--- src/verilog/ft_usb_cfg.svh ---
// Timing counts, key symbols, symbol counts and widths of the FT245R packet bridge
`ifndef FT_USB_CFG_SVH
`define FT_USB_CFG_SVH

// Bus and word widths
`define FT_BYTE_W 8
`define FT_WORD_W 16

// Packet RAM geometry
`define FT_RAM_WORDS 2048
`define FT_RAM_AW 11

// Read cycle marks in clk counts
`define FT_RD_SAMPLE_T 9
`define FT_RD_STROBE_ON_T 2
`define FT_RD_STROBE_OFF_T 12
`define FT_RD_END_T 25

// Write cycle marks in clk counts
`define FT_WR_STROBE_ON_T 5
`define FT_WR_STROBE_OFF_T 15
`define FT_WR_END_T 25

// Framing symbols
`define FT_HEADER_SYM 8'h55
`define FT_HEADER_CNT 12
`define FT_TRAILER_SYM 8'hAA
`define FT_TRAILER_CNT 8
`define FT_ERROR_SYM 8'hEE

// Length word counts length, service, data and trailer
`define FT_MIN_LENGTH 12
`define FT_TX_CREDITS 1

`endif

--- src/verilog/ft_usb_pkg.sv ---
// Bridge package with received byte, RAM write, packet info, RAM word and transmit byte types
`include "ft_usb_cfg.svh"

package ft_usb_pkg;

	// Byte from the read port, valid is a single-cycle pulse
	typedef struct packed {
		logic valid;
		logic [`FT_BYTE_W-1:0] data;
	} rx_byte_t;

	// Port A write request into the packet RAM
	typedef struct packed {
		logic we;
		logic [`FT_RAM_AW-1:0] addr;
		logic [`FT_WORD_W-1:0] data;
	} ram_wr_t;

	// Result of a finished packet
	// Error set on short length or overrun
	typedef struct packed {
		logic [`FT_WORD_W-1:0] length;
		logic [`FT_WORD_W-1:0] service;
		logic error;
	} packet_info_t;

	// High and low byte of one word
	typedef struct packed {
		logic [`FT_BYTE_W-1:0] hi;
		logic [`FT_BYTE_W-1:0] lo;
	} byte_pair_t;

	// Word seen whole or as two bytes
	// Bytes travel low first on the wire
	typedef union packed {
		logic [`FT_WORD_W-1:0] word;
		byte_pair_t bytes;
	} ram_word_u;

	// Byte offered by the framer to the write port
	typedef struct packed {
		logic valid;
		logic [`FT_BYTE_W-1:0] data;
	} tx_byte_t;

endpackage

--- src/verilog/reply_framer.sv ---
// Reply framer with byte sequencer, RAM prefetch and transmit credit counter
`timescale 1ns/1ns
`include "ft_usb_cfg.svh"

module reply_framer
	import ft_usb_pkg::*;
(
	input  logic                  clk,
	input  logic                  reset,
	input  logic                  done,
	input  packet_info_t          info,
	output logic [`FT_RAM_AW-1:0] rd_addr,
	input  ram_word_u             rd_word,
	output tx_byte_t              tx,
	input  logic                  credit_return,
	output logic                  busy
);

	localparam int IDX_W = `FT_WORD_W + 1;
	localparam int CR_W = $clog2(`FT_TX_CREDITS + 1);
	localparam logic [CR_W-1:0] CR_FULL = `FT_TX_CREDITS;
	localparam logic [IDX_W-1:0] LEN_IDX = `FT_HEADER_CNT;
	localparam logic [IDX_W-1:0] DATA_IDX = `FT_HEADER_CNT + 4;
	localparam logic [IDX_W-1:0] TRL_N = `FT_TRAILER_CNT;
	localparam logic [`FT_WORD_W-1:0] MIN_LEN = `FT_MIN_LENGTH;

	packet_info_t info_q;
	logic [`FT_WORD_W-1:0] data_n;
	logic [IDX_W-1:0] out_idx;
	logic [IDX_W-1:0] data_end;
	logic [IDX_W-1:0] frame_end;
	logic [IDX_W-1:0] data_off;
	logic in_data;
	logic send;
	logic [CR_W-1:0] credit_cnt;
	logic [`FT_BYTE_W-1:0] next_byte;
	logic [`FT_RAM_AW-1:0] rd_addr_q;
	tx_byte_t tx_q;

	// No data bytes for short lengths
	assign data_n = (info_q.length > MIN_LEN) ? (info_q.length - MIN_LEN) : '0;
	assign data_end = DATA_IDX + {1'b0, data_n};
	assign frame_end = data_end + TRL_N;
	assign data_off = out_idx - DATA_IDX;
	assign in_data = (out_idx >= DATA_IDX) && (out_idx < data_end);
	assign send = busy && (credit_cnt != '0) && (out_idx < frame_end);

	//======================================================================
	// Byte select
	//======================================================================
	always_comb begin
		if (out_idx < LEN_IDX)
			next_byte = `FT_HEADER_SYM;
		else if (out_idx == LEN_IDX)
			next_byte = info_q.length[7:0];
		else if (out_idx == LEN_IDX + 1'b1)
			next_byte = info_q.length[15:8];
		else if (out_idx == LEN_IDX + 2'd2)
			next_byte = info_q.error ? `FT_ERROR_SYM : info_q.service[7:0];
		else if (out_idx == LEN_IDX + 2'd3)
			next_byte = info_q.error ? `FT_ERROR_SYM : info_q.service[15:8];
		else if (in_data)
			// Even offset is the low byte
			next_byte = data_off[0] ? rd_word.bytes.hi : rd_word.bytes.lo;
		else
			next_byte = `FT_TRAILER_SYM;
	end

	//======================================================================
	// Sequencer and credits
	//======================================================================
	always_ff @(posedge clk) begin
		if (reset) begin
			busy <= 1'b0;
			out_idx <= '0;
			rd_addr_q <= '0;
			credit_cnt <= CR_FULL;
			tx_q <= '0;
		end else begin
			tx_q.valid <= send;
			if (send)
				tx_q.data <= next_byte;
			case ({send, credit_return})
				2'b10: credit_cnt <= credit_cnt - 1'b1;
				2'b01: credit_cnt <= credit_cnt + 1'b1;
				default: ;
			endcase
			if (!busy) begin
				// A done while busy is dropped
				if (done) begin
					busy <= 1'b1;
					out_idx <= '0;
					rd_addr_q <= '0;
				end
			end else begin
				if (send) begin
					out_idx <= out_idx + 1'b1;
					// Prefetch next word after its high byte
					if (in_data && data_off[0])
						rd_addr_q <= rd_addr_q + 1'b1;
				end
				// Finished once the last byte is written out
				if ((out_idx == frame_end) && (credit_cnt == CR_FULL))
					busy <= 1'b0;
			end
		end
	end

	// Snapshot, the receiver may start the next packet
	always_ff @(posedge clk) begin
		if (!busy && done)
			info_q <= info;
	end

	assign rd_addr = rd_addr_q;
	assign tx = tx_q;

	a_credit_max: assert property (@(posedge clk) disable iff (reset)
		credit_cnt <= CR_FULL);

endmodule

--- config.mk ---
export PLATFORM = sky130hd
export DESIGN_NAME = reply_framer
export DESIGN_NICKNAME = d
export VERILOG_FILES = /design/src/verilog/ft_usb_pkg.sv /design/src/verilog/reply_framer.sv
export VERILOG_INCLUDE_DIRS = /design/src /design/src/verilog
export SDC_FILE = /design/constraint.sdc
export NUM_CORES = 1
export LEC_CHECK = 0
export ABC_AREA = 1
export BUFFER_PORTS_ARGS = -buffer_cell sky130_fd_sc_hd__buf_4
export CORE_MARGIN = 3
export CORE_UTILIZATION = 53
export CTS_CLUSTER_DIAMETER = 100
export CTS_CLUSTER_SIZE = 28
export DETAILED_ROUTE_END_ITERATION = 7
export PLACE_DENSITY = 0.78
export SKIP_CTS_REPAIR_TIMING = 1
export SLEW_MARGIN = 20
export SYNTH_ARGS = -nofsm -noshare
export SYNTH_HDL_FRONTEND = slang
export SYNTH_SLANG_ARGS = --single-unit
export TNS_END_PERCENT = 10
--- constraint.sdc ---
create_clock -name clk -period 4.4 [get_ports clk]
set_clock_uncertainty 0.1 [all_clocks]
set_input_delay 0.22 -clock clk [delete_from_list [all_inputs] [get_ports clk]]
set_output_delay 0.22 -clock clk [all_outputs]
set_load 0.01 [all_outputs]
==> results.md, run 1 <==
* CTS tree: done
* CTS buffer count at 9
* Slew margin rel. at 26.6%
* Crit Reg-Reg Startpoint: info_q[20]$_DFFE_PP_
* Avg WL per Cell at 17.3 um
* Vias in the first global route at 5106
* Share of the synthesized area in the top cell type at 19.3%
* Drt pass-1 iters at 7
* Final Wtd Congestion at 0.962
* R2R setup slack at -0.38 ns
* Rows at 35
* Min Tclk post-route at 4.78 ns
* Run status: finished with violations
* Top_reg_cell synth: dfxtp_1
* Flops & latches, synth at 72
* Final worst slack at -0.375 ns
* Synthesized cell area at 5130 um^2
* Vias per Instance at 5.70
* Hold/Removal Path Class: in -> reg
* Die W at 104 um
* Initial cell density of the core at 55.0%
* Worst EP required at 4.57 ns
* Register Area at 1770 um^2
* Post-Layout Inst Area at 7300 um^2
* Fraction of layout cells with a size suffix above 1 at 29.5%
* Area delta synth->final at 42.3%
* Layout Utilization at 78.2%
* Core area at 9330 um^2
* Total of max-cap violations at 0
* Antenna violations before repair at 0
* Root Buffer: clkbuf_8
* WL final at 17.7 mm
* Clk_lat worst skew at 0.36 ns
* Antenna violation net count after detailed routing at 0
* # diodes at 0
* H-tree depth at 3
* Cells after Synth at 696
* Max FO, Critical Path at 8
* Post-Syn Nets at 787
* Fill cell count at 571
* Max frequency at 0.209 GHz
* Placed standard-cell area at 6390 um^2
* Arrival @ worst endpoint at 4.95 ns
* Area of the multi-input gates at 3230 um^2
* Drt initial violations at 523
* Fin. max-slew vios at 0
* Clock buffer depth at 2
* Cell variety after synth at 46
* Die area at 10900 um^2
* Cells after DPL at 963
* DIE HEIGHT at 104 um
* Largest cells by area after synthesis: edfxtp_1 19%, dfxtp_1 15%, nand2_1 11%
* Reg2reg end: tx[1]$_SDFFE_PP0P_
* YS warnings at 0
* Worst Max-Slew Pin Slew at 1.09 ns
* RSZ-0062 raised after global routing: yes
* Post-layout nets at 979
* Worst-path clk slew at 0.08 ns
* Port bufs at 73
* CP max-delay cell: edfxtp_1
* CP startpoint: info_q[20]$_DFFE_PP_
* Post-synth EDFFs at 33
* Hold Fails Final Rpt at 0
* Maximum VDD drop at 239 uV
* Power per cell area at 241 nW/um^2
* DP Wirelength at 11.4 mm
* Max incr delay on CP at 0.45 ns
* Via count at 5828
* Ys async rst share at 0%
* Sequential share of the synthesized area at 34.6%
* Critical path endpoint: tx[1]$_SDFFE_PP0P_
* Final period utilization at 109%
* Total track usage at 26.5%
* Count of clock tree sinks at 72
* Failing checks: negative setup slack
* Syn_area_per_cell at 7.37 um^2
* Crit start category: flop
* Post-Place Setup Slack at -0.332 ns
* Total gr overflow at 0
* Kind of critical path: reg -> reg
* Setup Viol. Count Final at 35
* Global-route wire length before repair at 23.7 mm
* Drt drc at 0
* Hold_ws at 0.00307 ns
* Crit end category: flop
* Dominant cell type by area after synthesis: edfxtp_1
* P_leak at 3.38 nW
* IO Pins at 74
* Worst Reg-to-Reg Cells at 31
* Largest net degree at the start of global routing at 35
* Non-filler cells, final at 1022
## routing by layer
metal / track usage, % / part of all wire [%] / routed length, um / up-vias
li1: - / - / - / 2705
met1: 34.5 / 38 / 6760 / 2678
met2: 45.5 / 48 / 8540 / 351
met3: 3.97 / 8.7 / 1540 / 94
met4: 7.60 / 4.7 / 823 / 0
met5: 0 / 0 / 0 / -
## where the power goes
| part | internal (W) | switching [W] | total, W |
|---|---|---|---|
| combinational | 0.000191 | 0.000207 | 0.000398 |
| clock | 0.000333 | 0.000274 | 0.000607 |
| sequential | 0.000729 | 0.0000232 | 0.000753 |
| total | 0.00125 | 0.000504 | 0.00176 |
## flip-flops by register name, summed over array words and instances, names as in the netlist
register    flops
busy            1
credit_cnt      1
info_q         33
out_idx        17
rd_addr        11
tx              9
## kinds of logic (layout without fill, tap and decap cells)
logic type,Yosys count,in the layout,share of synthesized area [%]
compound gates,112,112,12.0
xor+xnor,17,17,2.90
fa+ha+maj,38,38,9.27
buf+inv,102,299,7.88
flops,72,72,34.6
mux,8,8,1.56
simple gates,347,347,31.8
## cell type report
cell class	count	area share (%)
sequential	72	24.3
multi-input combinational	522	44.3
timing repair buffer	189	21.1
clock buffer	13	2.49
tap	129	2.21
clock inverter	3	0.617
inverter	94	4.99
## worst max-delay path: cells and delay by family, from the launching register on
kind	cells	cell delay (ns)
buf+inv	7	0.74
flops	1	0.45
simple gates	15	1.68
fa+ha+maj	3	0.67
compound gates	5	0.94
xor+xnor	1	0.12
## worst min path at each step
stage	start	to	slack, ns	cells past startpoint
after floorplan	reset	tx[8]$_SDFF_PP0_	0.20	1
after global placement	info[4]	info_q[4]$_DFFE_PP_	0.30	1
after detailed placement	info[12]	info_q[12]$_DFFE_PP_	0.30	1
after CTS	info[23]	info_q[23]$_DFFE_PP_	-0.07	1
after global routing	credit_return	credit_cnt$_SDFFE_PP1P_	-0.001	2
final	credit_return	credit_cnt$_SDFFE_PP1P_	0.003	2
## cell usage in the layout, fill, tap and decap left out, types with 11 or more instances in the layout
cell type	instances
ha_1	35
a21oi_1	54
dlygate4sd3_1	33
buf_4	148
nor3_1	15
nand3_1	35
o21ai_0	24
edfxtp_1	33
nand2_2	22
nand2_1	143
nor2_2	12
nand4_1	18
dfxtp_1	39
nor2_4	11
nor2_1	66
inv_1	84
## synth_stat cells, drive strengths merged (2+ instances only)
master / number
a211oi: 4
a21oi: 63
and3: 2
buf: 4
clkbuf: 4
clkinv: 2
dfxtp: 39
edfxtp: 33
ha: 38
inv: 92
mux2i: 8
nand2: 172
nand3: 41
nand4: 19
nor2: 89
nor3: 16
nor4: 6
o21a: 3
o21ai: 31
o21bai: 2
o31ai: 2
o41ai: 2
or2: 2
xnor2: 6
xor2: 11
## stage by stage
step / power (W) / TNS [ns]
after CTS: 0.00167 / -6.48
final: 0.00176 / -8.16
after global routing: 0.00181 / -21.67
after global placement: 0.00107 / -0.516
after detailed placement: 0.00108 / -5.65
after floorplan: 0.000934 / -0.0977
Note: power is estimated with default switching activity, not from simulation.
==> run 2: changes to the inputs <==
Settings changed: REMOVE_ABC_BUFFERS from default to 1.
==> run 2 against run 1 <==
  * The flow still finishes with violations (negative setup slack)
  * Global-route usage fell by 0.29 points
  * Final cell count unchanged
  * Wire length decreased by 5.8%
  * Flip-flop and latch count unchanged
  * Count of clock-buffer cells in the layout fell by 3
  * Critical endpoint is now out_idx[12]$_SDFFE_PP0P_
  * Largest cell class unchanged
  * Largest power group unchanged
==> results.md, run 2 (synthesized netlist as in run 1, its figures left out) <==
* Max FFs per register at 33
* Instance count on the critical path at 26
* Final Wtd Congestion at 0.938
* P_leak at 3.36 nW
* RSZ-0062 raised after global routing: yes
* Post-layout nets at 979
* Kind of critical path: reg -> reg
* Port bufs at 73
* Crit start category: flop
* Fin. max-slew vios at 0
* Total gr overflow at 0
* Sum of buffers and inverters on the critical path at 5
* Drt initial violations at 546
* Crit end category: flop
* Initial cell density of the core at 55.0%
* Final worst slack at -0.547 ns
* IO Pins at 74
* Hold/Removal Path Class: in -> reg
* Die area at 10900 um^2
* Final period utilization at 112%
* Root Buffer: clkbuf_8
* Min Tclk post-route at 4.95 ns
* Power Total at 0.00169 W
* CTS tree: done
* Maximum VDD drop at 241 uV
* Slew margin rel. at 39.6%
* Non-filler cells, final at 1022
* Run status: finished with violations
* Max frequency at 0.202 GHz
* CP top delay family: simple AND/OR/NAND/NOR gates
* Power per cell area at 233 nW/um^2
* Antenna violations before repair at 0
* Die W at 104 um
* Area delta synth->final at 40.9%
* WL final at 16.6 mm
* Global-route wire length before repair at 23.6 mm
* Vias in the first global route at 5111
* Most frequent cells in the layout: 153 x buf_4, 146 x nand2_1, 84 x inv_1, 64 x nor2_1, 59 x a21oi_1
* DIE HEIGHT at 104 um
* Drt pass-1 iters at 5
* Worst EP required at 4.59 ns
* CTS buffer count at 9
* Max incr delay on CP at 0.46 ns
* # diodes at 0
* WHS Path Cells at 2
* Max FO, Critical Path at 5
* Largest net degree at the start of global routing at 35
* Arrival @ worst endpoint at 5.14 ns
* Avg WL per Cell at 16.3 um
* Most flops, register: info_q
* Total of max-cap violations at 0
* Clock buffer depth at 2
* Rows at 35
* DP Wirelength at 11.2 mm
* Vias per Instance at 5.60
* Hold Fails Final Rpt at 0
* Antenna violation net count after detailed routing at 0
* Core area at 9330 um^2
* Worst Max-Slew Pin Slew at 0.899 ns
* CP most frequent cell: nand2_1
* H-tree depth at 3
* Worst-path clk slew at 0.09 ns
* Count of clock tree sinks at 72
* CP max-delay cell: edfxtp_1
* Cells after DPL at 962
* Fraction of layout cells with a size suffix above 1 at 29.5%
* Setup Viol. Count Final at 37
* Clk_lat worst skew at 0.35 ns
* Total track usage at 26.2%
* Hold_ws at 0.0503 ns
* Drt drc at 0
* Commonest non-fill, non-tap cell in the layout: buf_4
* Worst Reg-to-Reg Cells at 26
* Via count at 5723
* Failing checks: negative setup slack
-- run 2: cell types whose count changed in the layout (fill, tap and decap cells not counted), sizes merged --
cell,before,now
buf,156,155
clkbuf,13,10
clkinv,2,3
clkinvlp,0,2
dlygate4sd3,33,34
-- run 2: final timing paths --
| kind | from | end | slack (ns) |
|---|---|---|---|
| worst max register to register | info_q[20]$_DFFE_PP_ | out_idx[12]$_SDFFE_PP0P_ | -0.55 |
| worst max-delay path | info_q[20]$_DFFE_PP_ | out_idx[12]$_SDFFE_PP0P_ | -0.55 |
| worst min register to register | rd_addr[1]$_SDFFE_PP0P_ | rd_addr[1]$_SDFFE_PP0P_ | 0.41 |
| worst min-delay path | reset | rd_addr[1]$_SDFFE_PP0P_ | 0.05 |
-- run 2: final cells by class --
| type | instances | area [um^2] |
|---|---|---|
| Sequential cell | 72 | 1770 |
| Multi-Input combinational cell | 522 | 3220 |
| Tap cell | 129 | 161 |
| Clock buffer | 10 | 138 |
| Inverter | 94 | 354 |
| Timing Repair Buffer | 189 | 1510 |
| Fill cell | 583 | 2100 |
| Clock inverter | 6 | 65.1 |
-- run 2: report_power, final --
group          leakage (nW)  internal [W]  total (W)  switching [W]
logic                  2.63      0.000185   0.000385       0.000200
clock network        0.0992      0.000279   0.000550       0.000271
registers             0.632      0.000729   0.000750      0.0000211
total                  3.36       0.00119    0.00169       0.000492
-- run 2: metal layers --
metal  track usage [%]  share of wire (%)  vias to the layer above
li1                  -                  -                     2704
met1              33.6                 38                     2622
met2              45.6                 50                      325
met3              4.59                8.1                       72
met4              6.36                4.3                        0
met5                 0                  0                        -
-- run 2: stage by stage --
| step | utilization, % | setup WS (ns) | cell area (um^2) | setup TNS, ns |
|---|---|---|---|---|
| global placement | 67.8 | -0.253 | 6330 | -4.48 |
| detailed placement | 67.8 | -0.499 | 6330 | -13.79 |
| global route | 77.5 | -0.796 | 7220 | -23.38 |
| CTS | 70.0 | -0.558 | 6530 | -16.08 |
| finish | 77.5 | -0.547 | 7220 | -13.24 |
| floorplan | - | -0.386 | 5080 | -5.79 |
-- run 2: worst reg2reg max path, stage by stage (launching register included) --
cell	delay (ns)
edfxtp_1	0.46
ha_4	0.22
inv_2	0.06
buf_4	0.13
nand3_2	0.13
nand2_1	0.09
nand2_1	0.06
nor2_1	0.26
nand2_1	0.15
o21ai_1	0.24
nand2_1	0.17
nor4_4	0.34
nand4_1	0.16
xnor2_1	0.22
ha_1	0.30
nand2_4	0.10
nor2_4	0.04
a21boi_4	0.13
a2111oi_4	0.35
buf_4	0.18
nand4_4	0.09
nand2_2	0.10
buf_6	0.11
nand4_1	0.21
buf_4	0.24
a21oi_2	0.13
o21a_1	0.14
==> run 3: changes to the inputs <==
Settings changed: ABC_AREA 1 to default, CORE_UTILIZATION 53 to 52, PLACE_DENSITY 0.78 to default, PLACE_DENSITY_LB_ADDON from default to 0.1.
==> run 3 against run 2 <==
  * Flip-flop and latch count stayed put
  * Critical path depth down 5
  * The flow finishes with violations (negative hold slack, negative setup slack)
  * Sequential power shrank 0.9%
  * Sequential share of layout area increased by 0.46 points
  * Critical endpoint unchanged
  * Via count decreased by 14%
  * Die area shrank 3.7%
  * Utilization is 2.3 points higher
  * Synthesized area decreased by 5.7%
  * Wire length down 12%
  * Non-clock buffer count grew 19
  * Fmax shrank 2.4%
==> results.md, run 3 <==
* Rows at 34
* Met3 Usage GRT at 3.82%
* Clock buffer depth at 2
* Antenna violations before repair at 0
* Antenna violation net count after detailed routing at 0
* H-tree depth at 3
* Final period utilization at 115%
* Setup Viol. Count Final at 38
* Crit path cell chain: ha_2 -> buf_4 -> nor4bb_2 -> o211ai_1 -> a221o_1 -> buf_4 -> nor4_4 -> xnor2_2 -> nor4_2 -> nand2b_1 -> o31a_1 -> ha_4 -> nand4_1 -> a21oi_1 -> or4b_4 -> a21oi_4 -> buf_6 -> o2111ai_4 -> buf_4 -> o21ai_0 -> a21oi_1
* Switching portion of total power at 28.9%
* Cell variety after synth at 58
* WL final at 14.7 mm
* Post-Place Setup Slack at -1.09 ns
* Top_reg_cell synth: dfxtp_1
* Root Buffer: clkbuf_8
* IO Pins at 74
* P_leak at 2.84 nW
* WHS Path Cells at 3
* Avg WL per Cell at 17.3 um
* Power per cell area at 232 nW/um^2
* Fin. max-slew vios at 0
* Worst Max-Slew Pin Slew at 1.13 ns
* Post-layout nets at 830
* Port bufs at 73
* Worst-path clk slew at 0.08 ns
* Post-synth EDFFs at 33
* Run status: finished with violations
* YS warnings at 0
* Kind of critical path: reg -> reg
* Crit start category: flop
* Ys async rst share at 0%
* Worst Reg-to-Reg Cells at 21
* Most frequent cells in the layout: 174 x buf_4, 59 x nor2_1, 39 x nand2_1, 39 x dfxtp_1, 35 x ha_1
* Most frequent cell after synthesis: nor2_1
* Max FFs per register at 33
* Layout Utilization at 79.8%
* Slew margin rel. at 24.5%
* Most flops, register: info_q
* Clock power frac at 33.8%
* DIE HEIGHT at 102 um
* Met1 layer usage reported by global route at 31.2%
* Count of clock tree sinks at 72
* Drt pass-1 iters at 7
* Die area at 10500 um^2
* Dominant cell type by area after synthesis: edfxtp_1
* Crit end category: flop
* Arrival @ worst endpoint at 5.19 ns
* Global-route wire length before repair at 20.5 mm
* Sequential share of the synthesized area at 36.7%
* R2R setup slack at -0.67 ns
* Sum of buffers and inverters on the critical path at 4
* Final worst slack at -0.670 ns
* Crit Reg-Reg Startpoint: info_q[20]$_DFFE_PP_
* Min Tclk post-route at 5.07 ns
* Vias per Instance at 5.75
* Die W at 102 um
* Max incr delay on CP at 0.59 ns
* Drt drc at 0
* Max FO, Critical Path at 8
* Clk_lat worst skew at 0.37 ns
* Flops & latches, synth at 72
* Commonest non-fill, non-tap cell in the layout: buf_4
* CTS tree: done
* Drt initial violations at 335
* DP Wirelength at 9.95 mm
* Largest cells by area after synthesis: edfxtp_1 21%, dfxtp_1 16%, ha_1 9.8%
* Maximum VDD drop at 273 uV
* Hold/Removal Path Class: in -> reg
* # diodes at 0
* Hold Fails Final Rpt at 1
* CP top delay family: compound AO/OA/AOI/OAI gates
* Reg2reg end: out_idx[12]$_SDFFE_PP0P_
* Synthesized cell area at 4830 um^2
* Max frequency at 0.197 GHz
* RSZ-0062 raised after global routing: yes
* Pint at 0.00117 W
* Cells after Synth at 537
* Global routing's busiest layer: met2
* Syn_area_per_cell at 9.00 um^2
* Power Total at 0.00164 W
* Total track usage at 24.8%
* Hold_ws at -0.000646 ns
* CTS buffer count at 9
* Total of max-cap violations at 0
* Worst EP required at 4.52 ns
* Fraction of layout cells with a size suffix above 1 at 35.6%
* Total gr overflow at 0
* Reg power frac at 45.2%
* Area delta synth->final at 46.7%
* Core area at 8890 um^2
* Largest net degree at the start of global routing at 42
* Share of the synthesized area in the top cell type at 20.5%
* CP most frequent cell: buf_4
* Comb power frac at 21.0%
* Hold EP: credit_cnt$_SDFFE_PP1P_
* CP max-delay cell: or4b_4
* Via count at 4895
* Initial cell density of the core at 54.4%
* Hold Crit Start: credit_return
* Final Wtd Congestion at 0.872
* Failing checks: negative hold slack, negative setup slack
* Met2 Use GR at 43.2%
* Top cells by count, synth: 66 x nor2_1, 42 x nand2_1, 39 x dfxtp_1, 38 x ha_1, 33 x edfxtp_1
* Switching pwr at 0.000474 W
* Vias in the first global route at 4365
run 3: changes by cell type in the layout (fill, tap and decap cells not counted), moves of 11 or more:
cell     before  now
a21oi_1      59   27
buf_4       153  174
inv_1        84   22
nand2_1     146   39
nand2_2      20    3
nand3_1      34   16
nand4_1      18    6
nor2_2       18    7
o21ai_0      25   12
xnor2_1       3   30
run 3: logic make-up (layout without fill, tap and decap cells):
kind of cell / after synthesis / after routing / synth area share, %
AND/OR/NAND/NOR: 215 / 215 / 22.4
flip-flops: 72 / 72 / 36.7
buffers and inverters: 39 / 246 / 3.55
adder cells (fa/ha/maj): 38 / 38 / 9.84
XOR/XNOR: 49 / 49 / 8.88
multiplexers: 10 / 10 / 2.17
AO/OA/AOI/OAI: 114 / 114 / 16.5
run 3: metal layers:
layer | share of wire (%) | routed length, um
met4 | 2.4 | 360
met5 | 0 | 0
met2 | 52 | 7700
met3 | 5.1 | 747
met1 | 40 | 5900
run 3: tightest hold or removal path, cell delays in order:
cell and delay (ns):
buf_4 0.08, xor2_1 0.05, nand2b_1 0.06
run 3: cell type report:
cell class	instances	area, um^2
clock buffer	9	124
clock inverter	7	77.6
fill	538	1800
inverter	22	82.6
multi-input combinational	426	3250
sequential	72	1770
tap	108	135
timing repair buffer	208	1650
run 3: power groups by stage:
stage	combinational [W]	sequential [W]	clock, W
after floorplan	0.000133	0.000765	0
final	0.000345	0.000743	0.000556
after CTS	0.000291	0.000741	0.000552
after global routing	0.000374	0.000745	0.000587
after detailed placement	0.000289	0.000756	0
after global placement	0.000281	0.000755	0
run 3: worst max path at each step:
stage	start	to	slack, ns	depth (start not counted)
2_1_floorplan	info_q[31]$_DFFE_PP_	rd_addr[9]$_SDFFE_PP0P_	-1.83	21
3_3_place_gp	info_q[32]$_DFFE_PP_	rd_addr[10]$_SDFFE_PP0P_	-0.93	22
3_5_place_dp	info_q[32]$_DFFE_PP_	rd_addr[8]$_SDFFE_PP0P_	-1.09	21
4_1_cts	info_q[32]$_DFFE_PP_	out_idx[12]$_SDFFE_PP0P_	-1.12	21
5_1_grt	info_q[29]$_DFFE_PP_	out_idx[12]$_SDFFE_PP0P_	-1.00	25
6_report	info_q[20]$_DFFE_PP_	out_idx[12]$_SDFFE_PP0P_	-0.67	21
run 3: through the flow:
stage	setup TNS [ns]	std cells	cell area, um^2	hold slack, ns
after floorplan	-54.32	520	4740	0.192
after global placement	-29.31	796	6150	0.298
after detailed placement	-34.22	796	6150	0.299
after CTS	-35.36	812	6350	-0.0773
after global routing	-30.74	852	7090	0.00620
final	-20.82	852	7090	-0.000646
